### src/verilog/wb_pkg.sv
/*
 * Execution backend shared definitions
 * Widths, operation and unit encodings, and the packed structs
 * passed between issue, the execution units and writeback
 */

package wb_pkg;

    ////////////////////
    // Widths
    localparam int XLEN         = 32;
    localparam int REG_ADDR_W   = 5;
    localparam int ID_W         = 4;
    localparam int NUM_WB_UNITS = 3;
    // Divider iteration counter, one step per quotient bit
    localparam int DIV_CNT_W    = $clog2(XLEN);

    typedef logic [ID_W-1:0]       id_t;
    typedef logic [REG_ADDR_W-1:0] reg_addr_t;

    ////////////////////
    // Encodings
    typedef enum logic [2:0] {
        OP_ADD,
        OP_SUB,
        OP_AND,
        OP_XOR,
        OP_LUI,
        OP_MUL,
        OP_DIVU,
        OP_REMU
    } op_e;

    // Declaration order is writeback priority, lowest index wins
    typedef enum logic [1:0] {
        UNIT_ALU,
        UNIT_MUL,
        UNIT_DIV
    } unit_id_e;

    ////////////////////
    // Bundles
    // Issue request from the outside
    typedef struct packed {
        op_e              op;
        id_t              id;
        reg_addr_t        rd_addr;
        reg_addr_t        rs1_addr;
        reg_addr_t        rs2_addr;
        logic             use_imm;
        logic [XLEN-1:0]  imm;
    } issue_t;

    // Operands resolved, sent to one unit
    typedef struct packed {
        op_e              op;
        id_t              id;
        reg_addr_t        rd_addr;
        logic [XLEN-1:0]  src_a;
        logic [XLEN-1:0]  src_b;
    } exec_req_t;

    // Unit result toward the arbiter
    typedef struct packed {
        logic             done;
        id_t              id;
        reg_addr_t        rd_addr;
        logic [XLEN-1:0]  data;
    } unit_wb_t;

    // Selected result, also the register file write
    typedef struct packed {
        logic             valid;
        id_t              id;
        reg_addr_t        rd_addr;
        logic [XLEN-1:0]  data;
    } wb_packet_t;

endpackage
### src/verilog/exec_backend_top.sv
/*
 * Execution backend top
 * Reads operands, steers each issue to ALU, multiplier or divider,
 * and returns results through the writeback arbiter
 */

`timescale 1ns/1ps

module exec_backend_top (
    input  logic                            clk,
    input  logic                            rst_n,
    input  wb_pkg::issue_t                  issue,
    input  logic                            issue_valid,
    output logic [wb_pkg::NUM_WB_UNITS-1:0] unit_ready,
    output wb_pkg::wb_packet_t              wb_packet
);
    import wb_pkg::*;

    unit_id_e                target;
    exec_req_t               req;
    logic [XLEN-1:0]         rs1_data;
    logic [XLEN-1:0]         rs2_data;
    logic [NUM_WB_UNITS-1:0] unit_issue;
    logic [NUM_WB_UNITS-1:0] unit_ack;
    unit_wb_t                unit_wb [NUM_WB_UNITS];

    ////////////////////
    // Steering
    always_comb begin
        case (issue.op)
            OP_MUL:          target = UNIT_MUL;
            OP_DIVU, OP_REMU: target = UNIT_DIV;
            default:         target = UNIT_ALU;
        endcase
    end

    assign req = '{
        op:      issue.op,
        id:      issue.id,
        rd_addr: issue.rd_addr,
        src_a:   rs1_data,
        src_b:   issue.use_imm ? issue.imm : rs2_data
    };

    // One strobe per cycle, to the target only
    assign unit_issue = NUM_WB_UNITS'(issue_valid) << target;

    reg_file u_reg_file (
        .clk, .rst_n,
        .rs1_addr (issue.rs1_addr),
        .rs2_addr (issue.rs2_addr),
        .rs1_data, .rs2_data,
        .wb       (wb_packet)
    );

    alu_unit u_alu (
        .clk, .rst_n, .req,
        .issue (unit_issue[UNIT_ALU]),
        .ack   (unit_ack[UNIT_ALU]),
        .ready (unit_ready[UNIT_ALU]),
        .wb    (unit_wb[UNIT_ALU])
    );

    mul_unit u_mul (
        .clk, .rst_n, .req,
        .issue (unit_issue[UNIT_MUL]),
        .ack   (unit_ack[UNIT_MUL]),
        .ready (unit_ready[UNIT_MUL]),
        .wb    (unit_wb[UNIT_MUL])
    );

    div_unit u_div (
        .clk, .rst_n, .req,
        .issue (unit_issue[UNIT_DIV]),
        .ack   (unit_ack[UNIT_DIV]),
        .ready (unit_ready[UNIT_DIV]),
        .wb    (unit_wb[UNIT_DIV])
    );

    writeback u_writeback (
        .clk, .rst_n, .unit_wb, .wb_packet,
        .ack (unit_ack)
    );

    // Issuer must respect the target unit's ready level
    a_issue_ready: assert property (@(posedge clk) disable iff (!rst_n)
        issue_valid |-> unit_ready[target])
        else $error("Issue to unit %0d while not ready", target);

endmodule

### src/verilog/writeback.sv
/*
 * Fixed-priority writeback arbiter
 * Picks the lowest-index done unit each cycle, acks it and
 * forwards its result as the writeback packet, zero latency
 */

`timescale 1ns/1ps

module writeback (
    input  logic               clk,
    input  logic               rst_n,
    input  wb_pkg::unit_wb_t   unit_wb [wb_pkg::NUM_WB_UNITS],
    output logic [wb_pkg::NUM_WB_UNITS-1:0] ack,
    output wb_pkg::wb_packet_t wb_packet
);
    import wb_pkg::*;

    logic [NUM_WB_UNITS-1:0] done_vec;
    logic                    any_done;
    unit_id_e                sel;

    ////////////////////
    // Priority select
    // Walk from highest index down so the lowest done unit wins
    always_comb begin
        sel = UNIT_ALU;
        for (int i = NUM_WB_UNITS - 1; i >= 0; i--) begin
            done_vec[i] = unit_wb[i].done;
            if (unit_wb[i].done) begin
                sel = unit_id_e'(i);
            end
        end
    end

    assign any_done = |done_vec;

    // Winner only, nothing when idle
    assign ack = NUM_WB_UNITS'(any_done) << sel;

    assign wb_packet = '{
        valid:   any_done,
        id:      unit_wb[sel].id,
        rd_addr: unit_wb[sel].rd_addr,
        data:    unit_wb[sel].data
    };

    ////////////////////
    // Handshake checks
    for (genvar g = 0; g < NUM_WB_UNITS; g++) begin : gen_wb_checks
        a_ack_done: assert property (@(posedge clk) disable iff (!rst_n)
            ack[g] |-> unit_wb[g].done)
            else $error("Ack to unit %0d without done", g);

        // Losing unit keeps its result for the next round
        a_hold: assert property (@(posedge clk) disable iff (!rst_n)
            unit_wb[g].done && !ack[g] |=> unit_wb[g].done
                && $stable(unit_wb[g].id)
                && $stable(unit_wb[g].rd_addr)
                && $stable(unit_wb[g].data))
            else $error("Unit %0d dropped an unacked result", g);
    end

endmodule

### src/verilog/div_unit.sv
/*
 * Iterative radix-2 unsigned divider
 * Restoring shift-subtract, one quotient bit per cycle over 32 cycles
 * Presents quotient or remainder and holds done until ack
 */

`timescale 1ns/1ps

module div_unit (
    input  logic              clk,
    input  logic              rst_n,
    input  logic              issue,
    input  wb_pkg::exec_req_t req,
    input  logic              ack,
    output logic              ready,
    output wb_pkg::unit_wb_t  wb
);
    import wb_pkg::*;

    // Control
    logic                 busy_q;
    logic                 done_q;
    logic [DIV_CNT_W-1:0] cnt_q;
    logic                 last_step;
    // Datapath
    logic [XLEN-1:0]      quo_q;
    logic [XLEN-1:0]      rem_q;
    logic [XLEN-1:0]      dvs_q;
    logic                 rem_sel_q;
    id_t                  id_q;
    reg_addr_t            rd_q;
    logic [XLEN:0]        shifted;
    logic [XLEN:0]        diff;

    // Locked out from issue until the ack edge
    assign ready     = !busy_q && !done_q;
    assign last_step = (cnt_q == DIV_CNT_W'(XLEN - 1));

    // Next dividend bit shifted into the partial remainder
    assign shifted = {rem_q, quo_q[XLEN-1]};
    // Borrow in the top bit means divisor did not fit
    assign diff    = shifted - {1'b0, dvs_q};

    ////////////////////
    // Sequencing
    always_ff @(posedge clk) begin
        if (!rst_n) begin
            busy_q <= 1'b0;
            done_q <= 1'b0;
            cnt_q  <= '0;
        end else if (issue) begin
            busy_q <= 1'b1;
            cnt_q  <= '0;
        end else if (busy_q) begin
            cnt_q <= cnt_q + 1'b1;
            if (last_step) begin
                busy_q <= 1'b0;
                done_q <= 1'b1;
            end
        end else if (ack) begin
            done_q <= 1'b0;
        end
    end

    ////////////////////
    // Shift-subtract
    // Zero divisor never borrows, so quotient fills with ones and the
    // remainder ends up as the dividend, matching the RISC-V rule
    always_ff @(posedge clk) begin
        if (issue) begin
            quo_q     <= req.src_a;
            rem_q     <= '0;
            dvs_q     <= req.src_b;
            rem_sel_q <= (req.op == OP_REMU);
            id_q      <= req.id;
            rd_q      <= req.rd_addr;
        end else if (busy_q) begin
            if (!diff[XLEN]) begin
                rem_q <= diff[XLEN-1:0];
                quo_q <= {quo_q[XLEN-2:0], 1'b1};
            end else begin
                rem_q <= shifted[XLEN-1:0];
                quo_q <= {quo_q[XLEN-2:0], 1'b0};
            end
        end
    end

    assign wb = '{
        done:    done_q,
        id:      id_q,
        rd_addr: rd_q,
        data:    rem_sel_q ? rem_q : quo_q
    };

    // One division at a time
    a_no_issue_busy: assert property (@(posedge clk) disable iff (!rst_n)
        issue |-> !busy_q && !done_q)
        else $error("DIV issue while busy");

endmodule

### src/verilog/mul_unit.sv
/*
 * Two-stage pipelined multiplier, low word of a 32x32 product
 * Stage one captures operands, stage two is the output slot
 * Stalls back up from an unacked output
 */

`timescale 1ns/1ps

module mul_unit (
    input  logic              clk,
    input  logic              rst_n,
    input  logic              issue,
    input  wb_pkg::exec_req_t req,
    input  logic              ack,
    output logic              ready,
    output wb_pkg::unit_wb_t  wb
);
    import wb_pkg::*;

    // Stage one
    logic            s1_valid;
    id_t             s1_id;
    reg_addr_t       s1_rd;
    logic [XLEN-1:0] s1_a;
    logic [XLEN-1:0] s1_b;
    // Output slot
    logic            out_valid;
    id_t             out_id;
    reg_addr_t       out_rd;
    logic [XLEN-1:0] out_data;

    logic            out_free;
    logic [XLEN-1:0] product;

    // Output slot empty or draining this edge
    assign out_free = !out_valid || ack;
    // Stage one can take a new op if empty or moving on
    assign ready    = !s1_valid || out_free;
    // Low word only, upper half discarded
    assign product  = s1_a * s1_b;

    ////////////////////
    // Valid bits
    always_ff @(posedge clk) begin
        if (!rst_n) begin
            s1_valid  <= 1'b0;
            out_valid <= 1'b0;
        end else begin
            if (issue) begin
                s1_valid <= 1'b1;
            end else if (out_free) begin
                s1_valid <= 1'b0;
            end
            if (out_free) begin
                out_valid <= s1_valid;
            end
        end
    end

    ////////////////////
    // Payload
    always_ff @(posedge clk) begin
        if (issue) begin
            s1_id <= req.id;
            s1_rd <= req.rd_addr;
            s1_a  <= req.src_a;
            s1_b  <= req.src_b;
        end
        if (out_free && s1_valid) begin
            out_id   <= s1_id;
            out_rd   <= s1_rd;
            out_data <= product;
        end
    end

    assign wb = '{done: out_valid, id: out_id, rd_addr: out_rd, data: out_data};

    // Stage one stalled means no room for a new operand
    a_s1_no_overwrite: assert property (@(posedge clk) disable iff (!rst_n)
        issue |-> (!s1_valid || out_free))
        else $error("MUL issue into stalled stage one");

endmodule

### src/verilog/alu_unit.sv
/*
 * Single-cycle integer ALU
 * Add, sub, and, xor and lui pass-through, result held with its
 * tag until the writeback arbiter acks it
 */

`timescale 1ns/1ps

module alu_unit (
    input  logic              clk,
    input  logic              rst_n,
    input  logic              issue,
    input  wb_pkg::exec_req_t req,
    input  logic              ack,
    output logic              ready,
    output wb_pkg::unit_wb_t  wb
);
    import wb_pkg::*;

    logic            done_q;
    id_t             id_q;
    reg_addr_t       rd_q;
    logic [XLEN-1:0] data_q;
    logic [XLEN-1:0] result;

    ////////////////////
    // Datapath
    always_comb begin
        case (req.op)
            OP_SUB:  result = req.src_a - req.src_b;
            OP_AND:  result = req.src_a & req.src_b;
            OP_XOR:  result = req.src_a ^ req.src_b;
            // Immediate already shifted by the issuer
            OP_LUI:  result = req.src_b;
            default: result = req.src_a + req.src_b;
        endcase
    end

    // Free when empty or when the held result leaves this edge
    assign ready = !done_q || ack;

    ////////////////////
    // Result slot
    always_ff @(posedge clk) begin
        if (!rst_n) begin
            done_q <= 1'b0;
        end else if (issue) begin
            done_q <= 1'b1;
        end else if (ack) begin
            done_q <= 1'b0;
        end
    end

    always_ff @(posedge clk) begin
        if (issue) begin
            id_q   <= req.id;
            rd_q   <= req.rd_addr;
            data_q <= result;
        end
    end

    assign wb = '{done: done_q, id: id_q, rd_addr: rd_q, data: data_q};

    // Held result must not be overwritten
    a_no_overwrite: assert property (@(posedge clk) disable iff (!rst_n)
        issue |-> (!done_q || ack))
        else $error("ALU issue while result held");

endmodule

### src/verilog/reg_file.sv
/*
 * Integer register file, 32 x 32
 * Two asynchronous read ports, one write port from writeback
 * x0 is never written and reads zero
 */

`timescale 1ns/1ps

module reg_file (
    input  logic                     clk,
    input  logic                     rst_n,
    input  wb_pkg::reg_addr_t        rs1_addr,
    input  wb_pkg::reg_addr_t        rs2_addr,
    output logic [wb_pkg::XLEN-1:0]  rs1_data,
    output logic [wb_pkg::XLEN-1:0]  rs2_data,
    input  wb_pkg::wb_packet_t       wb
);
    import wb_pkg::*;

    logic [XLEN-1:0] regs [2**REG_ADDR_W];

    ////////////////////
    // Write port
    // Entry 0 only sees the reset clear
    always_ff @(posedge clk) begin
        if (!rst_n) begin
            for (int i = 0; i < 2**REG_ADDR_W; i++) begin
                regs[i] <= '0;
            end
        end else if (wb.valid && (wb.rd_addr != '0)) begin
            regs[wb.rd_addr] <= wb.data;
        end
    end

    // Reads see the old value in the write cycle
    assign rs1_data = regs[rs1_addr];
    assign rs2_data = regs[rs2_addr];

endmodule

### config.mk
export PLATFORM = sky130hd
export DESIGN_NAME = exec_backend_top
export DESIGN_NICKNAME = d
export VERILOG_FILES = /design/src/verilog/wb_pkg.sv /design/src/verilog/exec_backend_top.sv /design/src/verilog/writeback.sv /design/src/verilog/div_unit.sv /design/src/verilog/mul_unit.sv /design/src/verilog/alu_unit.sv /design/src/verilog/reg_file.sv
export SDC_FILE = /design/constraint.sdc
export NUM_CORES = 2
export LEC_CHECK = 0
export BUFFER_PORTS_ARGS = -buffer_cell sky130_fd_sc_hd__buf_2
export CAP_MARGIN = 15
export CORE_AREA = 8 8 429 431
export DETAILED_ROUTE_END_ITERATION = 16
export DIE_AREA = 0 0 437 439
export GPL_TIMING_DRIVEN = 0
export PLACE_DENSITY_LB_ADDON = 0.25
export SLEW_MARGIN = 20
export SYNTH_ARGS = -nofsm -noshare
export SYNTH_HDL_FRONTEND = slang
export SYNTH_HIERARCHICAL = 1
export SYNTH_SLANG_ARGS = --single-unit
### constraint.sdc
create_clock -name clk -period 8.35 [get_ports clk]
set_input_delay 1.67 -clock clk [delete_from_list [all_inputs] [get_ports clk]]
set_output_delay 1.67 -clock clk [all_outputs]
set_load 0.01 [all_outputs]
; Word-level counts from Yosys, hierarchy flattened
; Memory sizes are Yosys's and may differ from the RTL's.
; Index checks and enable logic that the tools add are counted.
[word_totals]
register_bits = 271
latchBits = 0
ramBits = 1024
rom_bits = 0
inputBits = 58
out_inout_bits = 45
word_cells = 97
n_memories = 1
[classes]
add_sub_neg = 4
n_mul = 1
div_mod_pow = 0
order_cmp = 1
eq_ne = 9
shifts = 2
muxes = 31
bitwise_logic = 5
reduce_logical = 21
[mem_list]
columns = memory, depth, width, read_ports, rd_ports_with_merged_regs, write_ports, line_no
row1 = u_reg_file.regs, 32, 32, 2, 0, 32, reg_file.sv:20  ; logic [XLEN-1:0] regs [2**REG_ADDR_W];
[op_table]
columns = operator, n
row1 = $mux W32, 6
row2 = $pmux W32 S4, 1
row3 = $bmux W42 S2, 1
row4 = $mux W41, 2
row5 = $sub A33 B32 Y33, 1
row6 = $add A32 B32 Y32, 1
row7 = $and A32 B32 Y32, 1
row8 = $mul A32 B32 Y32, 1
row9 = $reduce_or A32 Y1, 1
row10 = $sub A32 B32 Y32, 1
row11 = $xor A32 B32 Y32, 1
row12 = $mux W1, 16
row13 = $eq A3 B3 Y1 const B, 4
row14 = $reduce_bool A2 Y1, 4
row15 = $eq A3 B2 Y1 const B, 2
row16 = $mux W2, 3
row17 = $shl A1 B2 Y3, 2
row18 = $add A5 B1 Y5 const B, 1
row19 = $eq A5 B5 Y1 const B, 1
row20 = $logic_not A1 Y1, 5
row21 = $mux W5, 1
row22 = $reduce_bool A5 Y1, 1
row23 = $pmux W2 S2, 1
row24 = $reduce_or A2 Y1, 2
row25 = 9 further kinds, 14

; Logic depth before layout (Yosys ltp)
[logic_depth]
depth_word = 14
depth_mapped = 27
depth_no_buf = 24

; By module
; Netlist, hierarchy kept.
[by_module_without_submodules]
columns = module, n_inst, cells_each, area_each_um2, seq_area_each_um2
row1 = reg_file, 1, 4609, 55717.2, 30749.5
row2 = mul_unit, 1, 1858, 19302.3, 3463.3
row3 = div_unit, 1, 644, 6640.1, 3002.9
row4 = alu_unit, 1, 538, 4809.6, 1251.2
row5 = writeback, 1, 112, 1062.3, 0.0
row6 = exec_backend_top, 1, 40, 571.8, 0.0

; Worst setup path before layout
; Ideal clock, no wire load.
[synth_path]
path_type = input-to-reg
start = input port issue[34] in the netlist's numbering
end = register u_alu.data_q[31], data pin
setup_time_ps = 275
arrival_time_ps = 6626
required_ps = 8075
path_slack_ps = 1449
stages = 25
n_path_buf = 5
cell_sequence = buf_2 buf_6 buf_2 buf_2 mux2i_1 nand2_1 a31oi_1 nand3_1 mux2_4 or4_4 or3_4 or3_4 or3_4 o31ai_1 xor2_1 ha_1 and3_1 clkbuf_1 nand2_1 nor2_1 a221oi_1 o21ai_0 a31oi_1 xnor2_1 o221ai_1
[synth_rtl]
columns = element, line_no
row1 = "start, declared", exec_backend_top.sv:12  ; input wb_pkg::issue_t issue,
row2 = "end signal, assigned", alu_unit.sv:58  ; data_q <= result;
row3 = "end, declared", alu_unit.sv:23  ; logic [XLEN-1:0] data_q;

==> results.md <==
* Mean post-synth cell area at 11.3 µm²
* Fin. Hold Viols at 0
* WP data arrival at about 9 ns
* PwrDens at between 200 and 300 mW/mm²
* IO buf count at 99
* Fillers at 15126
* Highest clock rate at 0.121 GHz
* Worst Path Required at 8.85 ns
* Power, Total at 26900 µW
* Routed vias/inst at 6.27
* Reg clk slew, reported paths at 0.06 ns
* Worst Setup End Kind: register
* Routed WL per cell at 31.4 µm
* Antenna violations before repair at 24
* Tmin final at 8.25 ns
* WL final at 333000 µm
* Post-Syn Instances at 7801
* Count of hold-fix buffers inserted at cts at 0
* Hpwl dp at 260000 µm
* Routed Antenna Nets at 0
* Gr usage total at between 30% and 40%
* Root buf cell: clkbuf_16
* Die Footprint at about 0.19 mm²
* Detailed-route via count at 66492
* Startpoint Class: primary input
* DIE HEIGHT at approximately 440 µm
* Vias in the first global route at 66002
* Main synth FF type: edfxtp_1
* #FFs+latches synth at 1295
* Critical path cell sequence: buf_2 > nor2b_1 > buf_2 > clkbuf_1 > a22o_1 > nor3_1 > a31oi_1 > nand3_1 > mux2_4 > or4_4 > or3_4 > or3_4 > nor3_1 > a21oi_1 > xnor2_1 > ha_1 > clkbuf_1 > and2_1 > nor3_1 > a211o_1 > o21ai_0 > a31oi_1 > xnor2_1 > o221ai_1
* CTS Sinks at 1295
* Utilization after layout at 55.2%
* Final setup vio count at 0
* Asr flop ratio synth at 0%
* Distinct cells, synth at roughly 110
* Post-place setup slack at -0.497 ns
* Leak at 0.0402 µW
* Core box area at 0.177 mm²
* Critical path buffers and inverters at 4
* Pre-antenna DRT Iters at 6
* Grt total ovfl at 0
* IO Count at 103
* TritonCTS clock tree: done
* Setup WS post-layout at 0.0978 ns
* Clock skew at 0.0306 ns
* Outcome: finished clean
* Multi-input logic area at 0.0456 mm²
* WHS at 0.422 ns
* Measured slew at the worst slew-check pin at 1.23 ns
* Post-Syn Area at 0.0881 mm²
* Initial DRC count at 8156
* Largest net degree at the start of global routing at 39
* H-tree depth at 4
* First-pass GRT wire length at 468000 µm
* Sequential-to-total area share from yosys stat at a little over two fifths
* Die width at approximately 440 µm
* Unrepaired setup endpoints after global routing: no
* Post-synth EDFFs at 1253
* Rows at 155
* DRC at 0
* Cell Area, Placed at a little over 0.09 mm²
* Reg area at 0.0385 mm²
* RePlAce Congestion at ~1
* CTS Buf Count at 148
* HP Class: reg2reg
* Final nets at 8813
* Crit Path Max Fanout at 10
* CP top delay family: simple AND/OR/NAND/NOR gates
* Design Area, Final at ~0.098 mm²
* Layout cells sized above 1 at 9.92%
* Most frequent CP cell: nor3_1
* Syn. warnings at 6
* Slew HR at 17.5%
* Initial core utilization at 49.7%
* WS Path Type: in2reg
* Maxcap violations at 0
* Worst-Skew Late Latency at 0.81 ns
* Peak VDD IR at 0.000912 V
* Final Max Tran Viols at 0
* Synth-to-Final Area Change at 11.1%
* CP peak stage delay at 0.64 ns
* CTS max path bufs at 3
* Slowest CP cell: a31oi_1
* Final Cycle Share at 98.8%
state kept, by name, summed over array words and instances, names as in the netlist, 4 cells and up:
signal and count:
u_alu/data_q 32, u_alu/id_q 4, u_alu/rd_q 5, u_div/cnt_q 5, u_div/dvs_q 32, u_div/id_q 4
u_div/quo_q 32, u_div/rd_q 5, u_div/rem_q 32, u_mul/out_data 32, u_mul/out_id 4, u_mul/out_rd 5
u_mul/s1_a 32, u_mul/s1_b 32, u_mul/s1_id 4, u_mul/s1_rd 5, u_reg_file/regs 1024
where the power goes:
part / leakage (µW) / internal, µW / switching, µW / total [µW]
Combinational: 0.0250 / 4350 / 7970 / 12300
Sequential: 0.0130 / 7830 / 258 / 8090
Clock: 0.00226 / 3660 / 2790 / 6450
Total: 0.0402 / 15800 / 11000 / 26900
final cells by class:
| cell class | count | share of cell area [%] |
|---|---|---|
| Clock buffer | 182 | 4.04 |
| Tap cell | 2355 | 3.01 |
| Inverter | 443 | 1.70 |
| Sequential cell | 1295 | 39.3 |
| Buffer | 614 | 2.94 |
| Clock inverter | 82 | 0.755 |
| Multi-Input combinational cell | 5479 | 46.6 |
| Antenna cell | 12 | 0.0307 |
| Timing Repair Buffer | 143 | 1.64 |
layout by cell type (no fill, tap or decap), types with 86 or more instances in the layout:
master     count
a22o_1       128
ha_1         221
nand3_1      218
mux2i_1     1045
and2_1      1338
clkbuf_16    153
a22oi_1      192
nand2_1      520
inv_1        441
nor3_1        86
xnor2_1      109
buf_2        210
a21oi_1      313
nor2_1       113
edfxtp_1    1253
clkbuf_1     387
fa_1         410
worst paths after layout:
path / startpoint / endpoint / slack, ns / cells after the start
max: issue[35] / u_alu/data_q[31] / 0.1 / 24
min: u_mul/s1_id[1] / u_mul/out_id[1] / 0.42 / 0
max reg2reg: u_mul/s1_a[2] / u_mul/out_data[27] / 0.12 / 22
min reg2reg: u_mul/s1_id[1] / u_mul/out_id[1] / 0.42 / 0
cells by family (layout without fill, tap and decap cells):
group                      count (synthesis)  count (layout)  synth area share, %
AOI/OAI and AO/OA                       1052            1052                 8.27
xor gates and xnor gates                 164             164                 1.65
adders and majority gates                631             631                 12.5
buffers and inverters                   1058            1464                 5.13
DFF                                     1295            1295                 43.7
muxes                                   1155            1155                 13.4
other                                      1              44              0.00426
and+or+nand+nor                         2445            2445                 15.4
per-layer routing:
metal / GRT usage [%] / share of wire (%)
met3: 7.84 / 10
met1: 41.1 / 36
met5: 0 / 0.015
met2: 53.1 / 45
met4: 22.3 / 8.3
worst register-to-register path: stages, from the launching register on:
cell	delay, ns
edfxtp_1	0.36
clkdlybuf4s15_1	0.77
clkbuf_2	0.59
nand2_1	0.18
fa_1	0.61
inv_1	0.06
fa_1	0.37
fa_1	0.51
inv_1	0.06
fa_1	0.48
inv_1	0.04
ha_1	0.27
ha_1	0.29
fa_1	0.51
fa_1	0.46
ha_1	0.38
a21o_1	0.20
a21o_1	0.19
a221oi_2	0.54
a211oi_1	0.23
o311a_1	0.43
o22ai_2	0.11
xnor2_1	0.31
per-stage QoR:
step	TNS (ns)	instances
finish	0	10605
global route	0	10593
CTS	0	10594
detailed placement	-1.92	10330
global placement	-56.29	10286
floorplan	0	7832
timing repair:
item / in CTS / in global routing
setup buffers: 0 / 0
pin swaps: 0 / 0
endpoints found under the setup margin: 4 / 7
gates resized for setup: 1 / 19
endpoints found under the hold margin: 0 / 0
Yosys cell counts, types with 10 or more instances:
master / n / area [µm²]
a21oi_1: 313 / 1570
edfxtp_1: 1253 / 37600
o221a_2: 39 / 439
o21bai_1: 15 / 113
a22oi_1: 192 / 1440
nor2_1: 115 / 432
or4b_1: 41 / 410
buf_2: 111 / 556
nand3_1: 218 / 1090
mux2_2: 79 / 890
ha_1: 221 / 2770
and2_1: 1339 / 8380
fa_1: 410 / 8210
or3_1: 14 / 87.6
nor3_1: 86 / 430
o22ai_1: 19 / 119
xnor2_1: 110 / 963
a31oi_1: 74 / 463
nand2_1: 520 / 1950
buf_1: 31 / 116
o21a_1: 15 / 113
o221ai_1: 16 / 140
a22o_1: 128 / 1120
o21ai_0: 94 / 470
buf_4: 67 / 503
nand4_1: 20 / 125
a21o_1: 30 / 225
clkbuf_1: 373 / 1400
a311oi_1: 28 / 245
mux2i_1: 1045 / 10500
inv_1: 442 / 1660
o211ai_1: 10 / 75.1
nor2b_1: 17 / 106
clkbuf_2: 19 / 95.1
xor2_1: 52 / 455
nand2b_1: 14 / 87.6
o31ai_1: 12 / 90.1
dfxtp_1: 42 / 841
a211oi_1: 11 / 82.6
mux2_4: 30 / 450
No activity file was read; power rests on OpenSTA's default activity.
